[config.mk]
export PLATFORM = sky130hd
export DESIGN_NAME = rv_exec
export DESIGN_NICKNAME = d
export VERILOG_FILES = /design/src/hw/rv_exec_pkg.sv /design/src/hw/ialu.sv /design/src/hw/imul.sv /design/src/hw/rv_exec.sv /design/src/hw/wb_arbiter.sv
export VERILOG_INCLUDE_DIRS = /design/src /design/src/hw
export SDC_FILE = /design/constraint.sdc
export NUM_CORES = 2
export LEC_CHECK = 0
export ABC_AREA = 1
export ABC_CLOCK_PERIOD_IN_PS = 8340
export BUFFER_PORTS_ARGS = -buffer_cell sky130_fd_sc_hd__buf_2
export CORE_MARGIN = 2
export CORE_UTILIZATION = 40
export CTS_CLUSTER_DIAMETER = 100
export DETAILED_ROUTE_END_ITERATION = 12
export SYNTH_ARGS = -nofsm -noshare
export SYNTH_HDL_FRONTEND = slang
export SYNTH_SLANG_ARGS = --single-unit
export TNS_END_PERCENT = 30
[constraint.sdc]
create_clock -name clk -period 8.34 [get_ports clk]
set_input_delay 0 -clock clk [delete_from_list [all_inputs] [get_ports clk]]
set_output_delay 0 -clock clk [all_outputs]
set_load 0.01 [all_outputs]
[src/hw/rv_exec_defines.svh]
`ifndef RV_EXEC_DEFINES_SVH
`define RV_EXEC_DEFINES_SVH

// Register and datapath width
`define XLEN 32

// Micro-op tag width
`define TAG_W 4

// Multiplier pipeline depth from issue to result
`define MUL_STAGES 3

// Entries in the ALU writeback queue
`define WB_Q_DEPTH 4

`endif

[src/hw/rv_exec_pkg.sv]
`default_nettype none

`include "rv_exec_defines.svh"

package rv_exec_pkg;

    // Operand, PC and result values
    typedef logic [`XLEN-1:0] t_rv_reg_data;

    // Tag that follows a micro-op to its writeback
    typedef logic [`TAG_W-1:0] t_tag;

    // Execute micro-op codes, codes 5'h10 and up are illegal
    typedef enum logic [4:0] {
        U_ADD    = 5'h00,
        U_SUB    = 5'h01,
        U_AND    = 5'h02,
        U_OR     = 5'h03,
        U_XOR    = 5'h04,
        U_SLL    = 5'h05,
        U_SRL    = 5'h06,
        U_SRA    = 5'h07,
        U_SLT    = 5'h08,
        U_SLTU   = 5'h09,
        U_LUI    = 5'h0a,
        U_AUIPC  = 5'h0b,
        // Multiplier ops
        U_MUL    = 5'h0c,
        U_MULH   = 5'h0d,
        U_MULHSU = 5'h0e,
        U_MULHU  = 5'h0f
    } t_uop;

endpackage

`default_nettype wire

[src/hw/ialu.sv]
`default_nettype none

`include "rv_exec_defines.svh"

module ialu (
    input  wire logic                      clk,
    input  wire logic                      rst,

    input  wire logic                      issue_vld,
    input  wire rv_exec_pkg::t_uop         issue_uop,
    input  wire rv_exec_pkg::t_tag         issue_tag,
    input  wire rv_exec_pkg::t_rv_reg_data src1,
    input  wire rv_exec_pkg::t_rv_reg_data src2,
    input  wire rv_exec_pkg::t_rv_reg_data pc,

    output logic                           alu_vld,
    output rv_exec_pkg::t_tag              alu_tag,
    output rv_exec_pkg::t_rv_reg_data      alu_result
);
    import rv_exec_pkg::*;

    logic signed [`XLEN-1:0] src1_signed_ex0;
    logic signed [`XLEN-1:0] src2_signed_ex0;
    logic [4:0]              shamt_ex0;
    logic                    resvld_ex0;
    t_rv_reg_data            result_ex0;

    assign src1_signed_ex0 = src1;
    assign src2_signed_ex0 = src2;

    // Only the low 5 bits of src2 shift
    assign shamt_ex0 = src2[4:0];

    // EX0 result
    always_comb begin
        result_ex0 = '0;
        resvld_ex0 = issue_vld;
        case (issue_uop)
            U_ADD:   result_ex0 = src1 + src2;
            U_SUB:   result_ex0 = src1 - src2;
            U_AND:   result_ex0 = src1 & src2;
            U_OR:    result_ex0 = src1 | src2;
            U_XOR:   result_ex0 = src1 ^ src2;
            U_SLL:   result_ex0 = src1 << shamt_ex0;
            U_SRL:   result_ex0 = src1 >> shamt_ex0;
            U_SRA:   result_ex0 = src1_signed_ex0 >>> shamt_ex0;
            U_SLT:   result_ex0 = t_rv_reg_data'(src1_signed_ex0 < src2_signed_ex0);
            U_SLTU:  result_ex0 = t_rv_reg_data'(src1 < src2);
            U_LUI:   result_ex0 = src2;
            U_AUIPC: result_ex0 = src2 + pc;
            default: begin
                // Multiplies and illegal codes
                resvld_ex0 = 1'b0;
            end
        endcase
    end

    // End of EX0
    always_ff @(posedge clk) begin
        if (rst) begin
            alu_vld <= 1'b0;
        end else begin
            alu_vld <= resvld_ex0;
        end
    end

    always_ff @(posedge clk) begin
        if (resvld_ex0) begin
            alu_tag    <= issue_tag;
            alu_result <= result_ex0;
        end
    end

endmodule

`default_nettype wire

[src/hw/imul.sv]
`default_nettype none

`include "rv_exec_defines.svh"

module imul (
    input  wire logic                      clk,
    input  wire logic                      rst,

    input  wire logic                      issue_vld,
    input  wire rv_exec_pkg::t_uop         issue_uop,
    input  wire rv_exec_pkg::t_tag         issue_tag,
    input  wire rv_exec_pkg::t_rv_reg_data src1,
    input  wire rv_exec_pkg::t_rv_reg_data src2,

    output logic                           mul_vld,
    output rv_exec_pkg::t_tag              mul_tag,
    output rv_exec_pkg::t_rv_reg_data      mul_result
);
    import rv_exec_pkg::*;

    logic                      mul_sel_ex0;
    logic                      a_signed_ex0;
    logic                      b_signed_ex0;

    // Stage 1, extended operands
    logic                      s1_vld;
    logic                      s1_hi;
    t_tag                      s1_tag;
    logic signed [`XLEN:0]     s1_a;
    logic signed [`XLEN:0]     s1_b;

    // Stage 2, full product
    logic                      s2_vld;
    logic                      s2_hi;
    t_tag                      s2_tag;
    logic signed [2*`XLEN+1:0] s2_prod;

    assign mul_sel_ex0  = issue_vld && (issue_uop inside {U_MUL, U_MULH, U_MULHSU, U_MULHU});
    assign a_signed_ex0 = issue_uop inside {U_MULH, U_MULHSU};
    assign b_signed_ex0 = (issue_uop == U_MULH);

    // Valid chain
    always_ff @(posedge clk) begin
        if (rst) begin
            s1_vld  <= 1'b0;
            s2_vld  <= 1'b0;
            mul_vld <= 1'b0;
        end else begin
            s1_vld  <= mul_sel_ex0;
            s2_vld  <= s1_vld;
            mul_vld <= s2_vld;
        end
    end

    always_ff @(posedge clk) begin
        if (mul_sel_ex0) begin
            s1_tag <= issue_tag;
            s1_hi  <= (issue_uop != U_MUL);
            s1_a   <= {a_signed_ex0 & src1[`XLEN-1], src1};
            s1_b   <= {b_signed_ex0 & src2[`XLEN-1], src2};
        end
    end

    // 33x33 signed covers all three signedness mixes
    always_ff @(posedge clk) begin
        if (s1_vld) begin
            s2_tag  <= s1_tag;
            s2_hi   <= s1_hi;
            s2_prod <= s1_a * s1_b;
        end
    end

    always_ff @(posedge clk) begin
        if (s2_vld) begin
            mul_tag    <= s2_tag;
            mul_result <= s2_hi ? s2_prod[2*`XLEN-1:`XLEN] : s2_prod[`XLEN-1:0];
        end
    end

endmodule

`default_nettype wire

[src/hw/rv_exec.sv]
`default_nettype none

`include "rv_exec_defines.svh"

module rv_exec (
    input  wire logic                      clk,
    input  wire logic                      rst,

    // Issue port
    input  wire logic                      issue_vld,
    input  wire rv_exec_pkg::t_uop         issue_uop,
    input  wire rv_exec_pkg::t_tag         issue_tag,
    input  wire rv_exec_pkg::t_rv_reg_data src1,
    input  wire rv_exec_pkg::t_rv_reg_data src2,
    input  wire rv_exec_pkg::t_rv_reg_data pc,

    // Writeback bus
    output logic                           wb_vld,
    output rv_exec_pkg::t_tag              wb_tag,
    output rv_exec_pkg::t_rv_reg_data      wb_data
);
    import rv_exec_pkg::*;

    logic         alu_vld;
    t_tag         alu_tag;
    t_rv_reg_data alu_result;

    logic         mul_vld;
    t_tag         mul_tag;
    t_rv_reg_data mul_result;

    // Both units see every issue and pick their own ops
    ialu i_ialu (
        .clk        (clk),
        .rst        (rst),
        .issue_vld  (issue_vld),
        .issue_uop  (issue_uop),
        .issue_tag  (issue_tag),
        .src1       (src1),
        .src2       (src2),
        .pc         (pc),
        .alu_vld    (alu_vld),
        .alu_tag    (alu_tag),
        .alu_result (alu_result)
    );

    imul i_imul (
        .clk        (clk),
        .rst        (rst),
        .issue_vld  (issue_vld),
        .issue_uop  (issue_uop),
        .issue_tag  (issue_tag),
        .src1       (src1),
        .src2       (src2),
        .mul_vld    (mul_vld),
        .mul_tag    (mul_tag),
        .mul_result (mul_result)
    );

    wb_arbiter i_wb_arbiter (
        .clk        (clk),
        .rst        (rst),
        .alu_vld    (alu_vld),
        .alu_tag    (alu_tag),
        .alu_result (alu_result),
        .mul_vld    (mul_vld),
        .mul_tag    (mul_tag),
        .mul_result (mul_result),
        .wb_vld     (wb_vld),
        .wb_tag     (wb_tag),
        .wb_data    (wb_data)
    );

endmodule

`default_nettype wire

[src/hw/wb_arbiter.sv]
`default_nettype none

`include "rv_exec_defines.svh"

module wb_arbiter (
    input  wire logic                      clk,
    input  wire logic                      rst,

    input  wire logic                      alu_vld,
    input  wire rv_exec_pkg::t_tag         alu_tag,
    input  wire rv_exec_pkg::t_rv_reg_data alu_result,

    input  wire logic                      mul_vld,
    input  wire rv_exec_pkg::t_tag         mul_tag,
    input  wire rv_exec_pkg::t_rv_reg_data mul_result,

    output logic                           wb_vld,
    output rv_exec_pkg::t_tag              wb_tag,
    output rv_exec_pkg::t_rv_reg_data      wb_data
);
    import rv_exec_pkg::*;

    localparam int PTR_W = (`WB_Q_DEPTH > 1) ? $clog2(`WB_Q_DEPTH) : 1;
    localparam int CNT_W = $clog2(`WB_Q_DEPTH + 1);

    // ALU result queue
    t_tag             q_tag  [`WB_Q_DEPTH];
    t_rv_reg_data     q_data [`WB_Q_DEPTH];
    logic [PTR_W-1:0] q_rd_ptr;
    logic [PTR_W-1:0] q_wr_ptr;
    logic [CNT_W-1:0] q_count;
    logic             q_empty;
    logic             q_full;
    logic             q_push;
    logic             q_pop;

    logic             sel_vld;
    t_tag             sel_tag;
    t_rv_reg_data     sel_data;

    function automatic logic [PTR_W-1:0] ptr_inc(input logic [PTR_W-1:0] ptr);
        if (ptr == PTR_W'(`WB_Q_DEPTH - 1)) begin
            return '0;
        end
        return ptr + 1'b1;
    endfunction

    assign q_empty = (q_count == '0);
    assign q_full  = (q_count == CNT_W'(`WB_Q_DEPTH));

    // Multiplier first, then queue head, then a fresh ALU result
    always_comb begin
        sel_vld  = 1'b0;
        sel_tag  = alu_tag;
        sel_data = alu_result;
        q_push   = 1'b0;
        q_pop    = 1'b0;
        if (mul_vld) begin
            sel_vld  = 1'b1;
            sel_tag  = mul_tag;
            sel_data = mul_result;
            q_push   = alu_vld;
        end else if (!q_empty) begin
            sel_vld  = 1'b1;
            sel_tag  = q_tag[q_rd_ptr];
            sel_data = q_data[q_rd_ptr];
            q_pop    = 1'b1;
            // Keep ALU order behind older entries
            q_push   = alu_vld;
        end else if (alu_vld) begin
            sel_vld  = 1'b1;
        end
    end

    always_ff @(posedge clk) begin
        if (rst) begin
            q_rd_ptr <= '0;
            q_wr_ptr <= '0;
            q_count  <= '0;
        end else begin
            if (q_push) begin
                q_wr_ptr <= ptr_inc(q_wr_ptr);
            end
            if (q_pop) begin
                q_rd_ptr <= ptr_inc(q_rd_ptr);
            end
            q_count <= q_count + CNT_W'(q_push) - CNT_W'(q_pop);
        end
    end

    always_ff @(posedge clk) begin
        if (q_push) begin
            q_tag[q_wr_ptr]  <= alu_tag;
            q_data[q_wr_ptr] <= alu_result;
        end
    end

    // Writeback bus
    always_ff @(posedge clk) begin
        if (rst) begin
            wb_vld <= 1'b0;
        end else begin
            wb_vld <= sel_vld;
        end
    end

    always_ff @(posedge clk) begin
        if (sel_vld) begin
            wb_tag  <= sel_tag;
            wb_data <= sel_data;
        end
    end

    // Issue rate bounds the queue
    a_q_overflow: assert property (@(posedge clk) disable iff (rst)
        (q_push && !q_pop) |-> !q_full)
        else $error("wb_arbiter ALU queue overflow");

    // Tags are unique while outstanding
    a_tag_clash: assert property (@(posedge clk) disable iff (rst)
        (alu_vld && mul_vld) |-> (alu_tag != mul_tag))
        else $error("ALU and multiplier present the same tag");

endmodule

`default_nettype wire

Yosys cells after proc, flatten, opt, wreduce, memory -nomap -nowiden
Memory sizes are Yosys's and may differ from the RTL's. A register that Yosys moved wholly into a read port is not among the register bits.
Cells that the tools add are included.
- $add $sub $neg: 7
- $mul: 1
- div/mod/pow operators: 0
- $lt $le $gt $ge: 2
- eq/ne operators: 18
- shift-type cells: 3
- multiplexer cells: 30
- bitwise operators: 5
- reduce and logical (&&, ||, !) cells: 6
- operators by type and width (kind ; number):
    $pmux W32 S12 ; 1
    $mux W32 ; 3
    $add A32 B32 Y32 ; 2
    $lt A32 B32 Y1 ; 2
    $mul A33 B33 Y64 ; 1
    $eq A5 B4 Y1 const B ; 8
    $and A32 B32 Y32 ; 1
    $or A32 B32 Y32 ; 1
    $shl A32 B5 Y32 ; 1
    $shr A32 B5 Y32 ; 1
    $sshr A32 B5 Y32 ; 1
    $sub A32 B32 Y32 ; 1
    $xor A32 B32 Y32 ; 1
    $eq A5 B3 Y1 const B ; 4
    $mux W1 ; 16
    $mux W2 ; 8
    $reduce_or A12 Y1 ; 1
    $eq A5 B2 Y1 const B ; 2
    $mux W4 ; 2
    $eq A5 B1 Y1 const B ; 1
    $logic_not A5 Y1 ; 1
    $ne A5 B4 Y1 const B ; 1
    $add A2 B1 Y2 const B ; 2
    $eq A2 B2 Y1 const B ; 2
    other kinds (7) ; 8
- register bits after elaboration: 260
- bits in latches: 0
- RAM bits: 144
- memory bits (read-only): 0
- input bits: 108
- output and inout bits: 37
- memories kept: 2
- memories (memory ; depth ; width ; read ports ; clocked after Yosys merged registers in ; wr ports ; line ; source):
    i_wb_arbiter.q_data ; 4 ; 32 ; 1 ; 1 ; 1 ; wb_arbiter.sv:28 ; t_rv_reg_data q_data [`WB_Q_DEPTH];
    i_wb_arbiter.q_tag ; 4 ; 4 ; 1 ; 1 ; 1 ; wb_arbiter.sv:27 ; t_tag q_tag [`WB_Q_DEPTH];

Logic depth before layout (Yosys ltp)
- word-level depth: 8
- depth in mapped cells: 33
- gate-level depth less buffers: 31

Modules after synthesis
From an unflattened synthesis, not the netlist that was laid out.
- cell total of the unflattened synthesis: 8405
- area total of the unflattened synthesis: 66481.3 µm²
- by module, submodules not included (module ; times used ; cells each ; area each (µm²) ; seq. area each (µm²)):
    imul ; 1 ; 5420 ; 46304.4 ; 5345.1
    ialu ; 1 ; 2258 ; 11974.0 ; 1101.1
    wb_arbiter ; 1 ; 727 ; 8202.9 ; 5605.4

Least setup slack after synthesis
No wires, ideal clock.
- path kind: reg-to-reg
- start point: register i_imul.s1_a[32]
- end point: register i_imul.s2_prod[62] (data pin)
- arrival time: 7017 ps
- required time: 8088 ps
- path slack: 1071 ps
- cell stages (with the launch flop): 27
- buffers on the path: 2
- period minus slack after synthesis: 7269 ps
- path through: edfxtp_1 > clkbuf_1 > clkbuf_1 > nand2_1 > inv_1 > fa_1 > inv_1 > fa_1 > inv_1 > fa_1 > inv_1 > fa_1 > fa_1 > inv_1 > fa_1 > inv_1 > fa_1 > fa_1 > inv_1 > ha_1 > inv_1 > nor3_1 > nand2_1 > nor4_1 > nand2_1 > nand3_1 > nand2_1
- word-level cells in the longest chain between the ends: 1
- RTL lines (item ; line ; source):
    start, declared ; imul.sv:29 ; logic signed [`XLEN:0] s1_a;
    start signal, assigned ; imul.sv:59 ; s1_a <= {a_signed_ex0 & src1[`XLEN-1], src1};
    $mul A33 B33 Y64 ; imul.sv:69 ; s2_prod <= s1_a * s1_b;
    end signal, assigned ; imul.sv:69 ;
    end, declared ; imul.sv:36 ; logic signed [2*`XLEN+1:0] s2_prod;
No other way between the ends.
A chain may end at the register's enable or synchronous reset.

Worst setup path in the final report
- start point: register i_imul.s1_b[22]
- end point: register i_imul.s2_prod[39] (data pin)
- word-level cells in the longest chain between the ends: 1
- RTL lines (item ; line ; source):
    start, declared ; imul.sv:30 ; logic signed [`XLEN:0] s1_b;
    start signal, assigned ; imul.sv:60 ; s1_b <= {b_signed_ex0 & src2[`XLEN-1], src2};
    $mul A33 B33 Y64 ; imul.sv:69 ;
No other way between the ends.

==> flow_summary.ini <==
[status]
outcome = complete, no violations

[floorplan]
design.core.area_um2 = 163000
die_area_um2 = 167000
die_x_um = 408
floorplan.initialDensity = 0.402
ios = 145
die_height_um = 408
placement_rows = 148

[drt]
detail_route.vias_per_cell = 5.21
routed_wire_length_per_instance_um = 22.3
ant_nets = 0
drc = 0
routed_wl_mm = 234
detailroute.via_count = 54700
drtIter0Drc = 5142
drt_pre_antenna_iters = 6

[logic_synthesis]
synth_flop_type = sky130_fd_sc_hd__edfxtp_1
yosys.area.top_type_share = 0.345
synth-seq-area-share = 0.184
synth-simple-area-share = 0.204
synth_area_um2 = 65400
synth_top_family_by_area = adder cells
yosys.area.top_type = sky130_fd_sc_hd__fa_1
synth_edf_count = 392
syn_area_cell_um2 = 7.97
synthesis.instances = 8210
syn_nets = 9793
synth-compound-area-share = 0.0491
post_synth_mux_area_share = 0.00581
post_synth_xor_area_fraction = 0.00576
synth_cell_types = 51
adder_cell_fraction_of_synth_area = 0.411
synth_common_cells = 2161 x sky130_fd_sc_hd__nand2_1, 2010 x sky130_fd_sc_hd__inv_1, 1128 x sky130_fd_sc_hd__fa_1
ys.warnings.count = 0
asyncSetResetFlopFracSynth = 0
cells_taking_the_most_area_after_synthesis = sky130_fd_sc_hd__fa_1 35%, sky130_fd_sc_hd__edfxtp_1 18%, sky130_fd_sc_hd__nand2_1 12%
synth-seq-cells = 406
cell_with_the_most_instances_after_synthesis = sky130_fd_sc_hd__nand2_1

[clocking]
cts.reportedPaths.clkPinSlew_ns = 0.07
cts-root-to-sink-buffers = 3
insertion_delay_ns = 0.66
root_buffer = sky130_fd_sc_hd__clkbuf_16
number_of_cts_inserted_buffers = 45
tritoncts = yes
numClockSinks = 406
htree_num_levels = 2

[place]
detailedPlacementHpwl_mm = 191
count_of_buffers_inserted_at_the_top_level_ports = 144
setup_ws_pre_cts_ns = 0.208
globalplace.congestion = 1.04

[global_routing]
grt_pass1_vias = 56600
global_route.usage.total = 0.283
gr-total-overflow = 0
grt_first_pass_wirelength_mm = 355
antenna_violations_before_repair = 17
grt_max_degree = 73

[layout]
nFillCells = 16500
layout-drive-gt1-share = 0.0598
design.final.nets = 9866
area_growth_syn_to_layout_pct = 8.98

[critical_path]
crit_family = adder cells
critPathBufInv = 9
worst_ep_arrival_time_ns = 8.51
critPathLaunchType = register
path_common_cell = sky130_fd_sc_hd__fa_1
worst-endpoint-required_ns = 8.71
critical_path.max_fanout = 15
critical-path-max-stage-delay_ns = 0.79
critPathCaptureType = register
cp_slowest_cell = sky130_fd_sc_hd__edfxtp_1
criticalPathCategory = register to register

[flow_run]
drv.max_cap_violation_count = 0

[timing]
setup_repair_after_global_routing_missed_its_margin = false
max_slew_margin = 0.185
min_period_over_period = 0.975
final.hold.worst_slack_ns = 0.0593
final_hold_viol_count = 0
report.final.slew_viol_count = 0
post-route-min-period_ns = 8.13
worst_pin_slew_ns = 1.21
setup-violations-final = 0
fmax_ghz = 0.123
clock_skew_ns = 0.0916
final.setup.tns_ns = 0
final.setup.worst_slack_ns = 0.208

[min_path]
hold_path_class = primary input to register
## layer usage
layer / up-vias / part of all wire / global-route usage / wire, um
met4: 14 / 0.053 / 0.122 / 12300
met5: - / 0.00044 / 0 / 103
met3: 466 / 0.076 / 0.0451 / 17800
li1: 24600 / - / - / -
met1: 27400 / 0.42 / 0.383 / 98200
met2: 2144 / 0.45 / 0.450 / 105000
## worst paths after layout
| check | startpoint | endpoint | slack, ns | cells past startpoint |
|---|---|---|---|---|
| hold reg to reg | i_imul.s1_tag[2] | i_imul.s2_tag[2] | 0.42 | 0 |
| hold / removal | src2[0] | i_imul.s1_b[0] | 0.06 | 2 |
| setup / recovery | i_imul.s1_b[22] | i_imul.s2_prod[39] | 0.21 | 25 |
| setup reg to reg | i_imul.s1_b[22] | i_imul.s2_prod[39] | 0.21 | 25 |
## final cells by class
type	count	area [um2]	area share
Sequential cell	406	12100	0.169
Clock inverter	22	228	0.00319
Clock buffer	56	1190	0.0167
Antenna cell	1	2.50	0.0000351
Multi-Input combinational cell	5402	44300	0.621
Timing Repair Buffer	404	3200	0.0448
Inverter	2024	7600	0.107
Tap cell	2175	2720	0.0382
## cells by family after synthesis
logic type | after synthesis
AOI/OAI and AO/OA | 578
xor gates and xnor gates | 43
adders and majority gates | 1475
buffers and inverters | 2402
DFF | 406
muxes | 34
and+or+nand+nor | 3272
## repair_timing
action,in CTS,in global routing
setup buffers,0,10
endpoints found under the setup margin,0,10
hold buffers,70,0
gates resized for setup,0,2
endpoints found under the hold margin,86,0
## cells in the final DEF (no fill, tap or decap), drive strengths merged, types with 4 or more instances in the layout
master	n
dfxtp	14
nor3	38
dlygate4sd3	70
o21a	5
o21bai	25
o211ai	38
and2	18
buf	334
o21ai	230
a211oi	5
nand4	61
fa	1128
nand3	493
xnor2	10
o22ai	59
edfxtp	392
ha	347
a21oi	198
nand3b	15
or2	18
a21o	5
nor2	445
inv	2024
xor2	33
nor4	9
clkbuf	56
a31oi	4
clkinv	18
clkinvlp	4
nand2	2172
mux2	32
## sequential cells by signal (all words and copies together) (netlist names), named ones only
register and flops:
i_imul.s2_tag 4, i_wb_arbiter.q_data 128, i_imul.s1_a 33, i_wb_arbiter.q_wr_ptr 2, i_imul.mul_result 32, i_wb_arbiter.q_count 3, i_imul.s2_vld 1, i_wb_arbiter.wb_tag 4
i_imul.s2_hi 1, i_wb_arbiter.q_tag 16, i_imul.s2_prod 64, i_ialu.alu_vld 1, i_imul.s1_tag 4, i_imul.s1_b 33, i_wb_arbiter.q_rd_ptr 2, i_imul.mul_vld 1
i_imul.s1_vld 1, i_ialu.alu_tag 4, i_wb_arbiter.wb_data 32, i_imul.s1_hi 1, i_ialu.alu_result 32, i_wb_arbiter.wb_vld 1, i_imul.mul_tag 4
## per-stage QoR
stage	util	area, um2	cells
floorplan	-	65400	8210
global placement	0.425	69000	10300
detailed placement	0.425	69000	10300
CTS	0.438	71200	10500
global route	0.439	71300	10500
finish	0.439	71300	10500
Power is not shown: default switching activity piles up to over one toggle a cycle in this logic, so the estimate is an artifact.
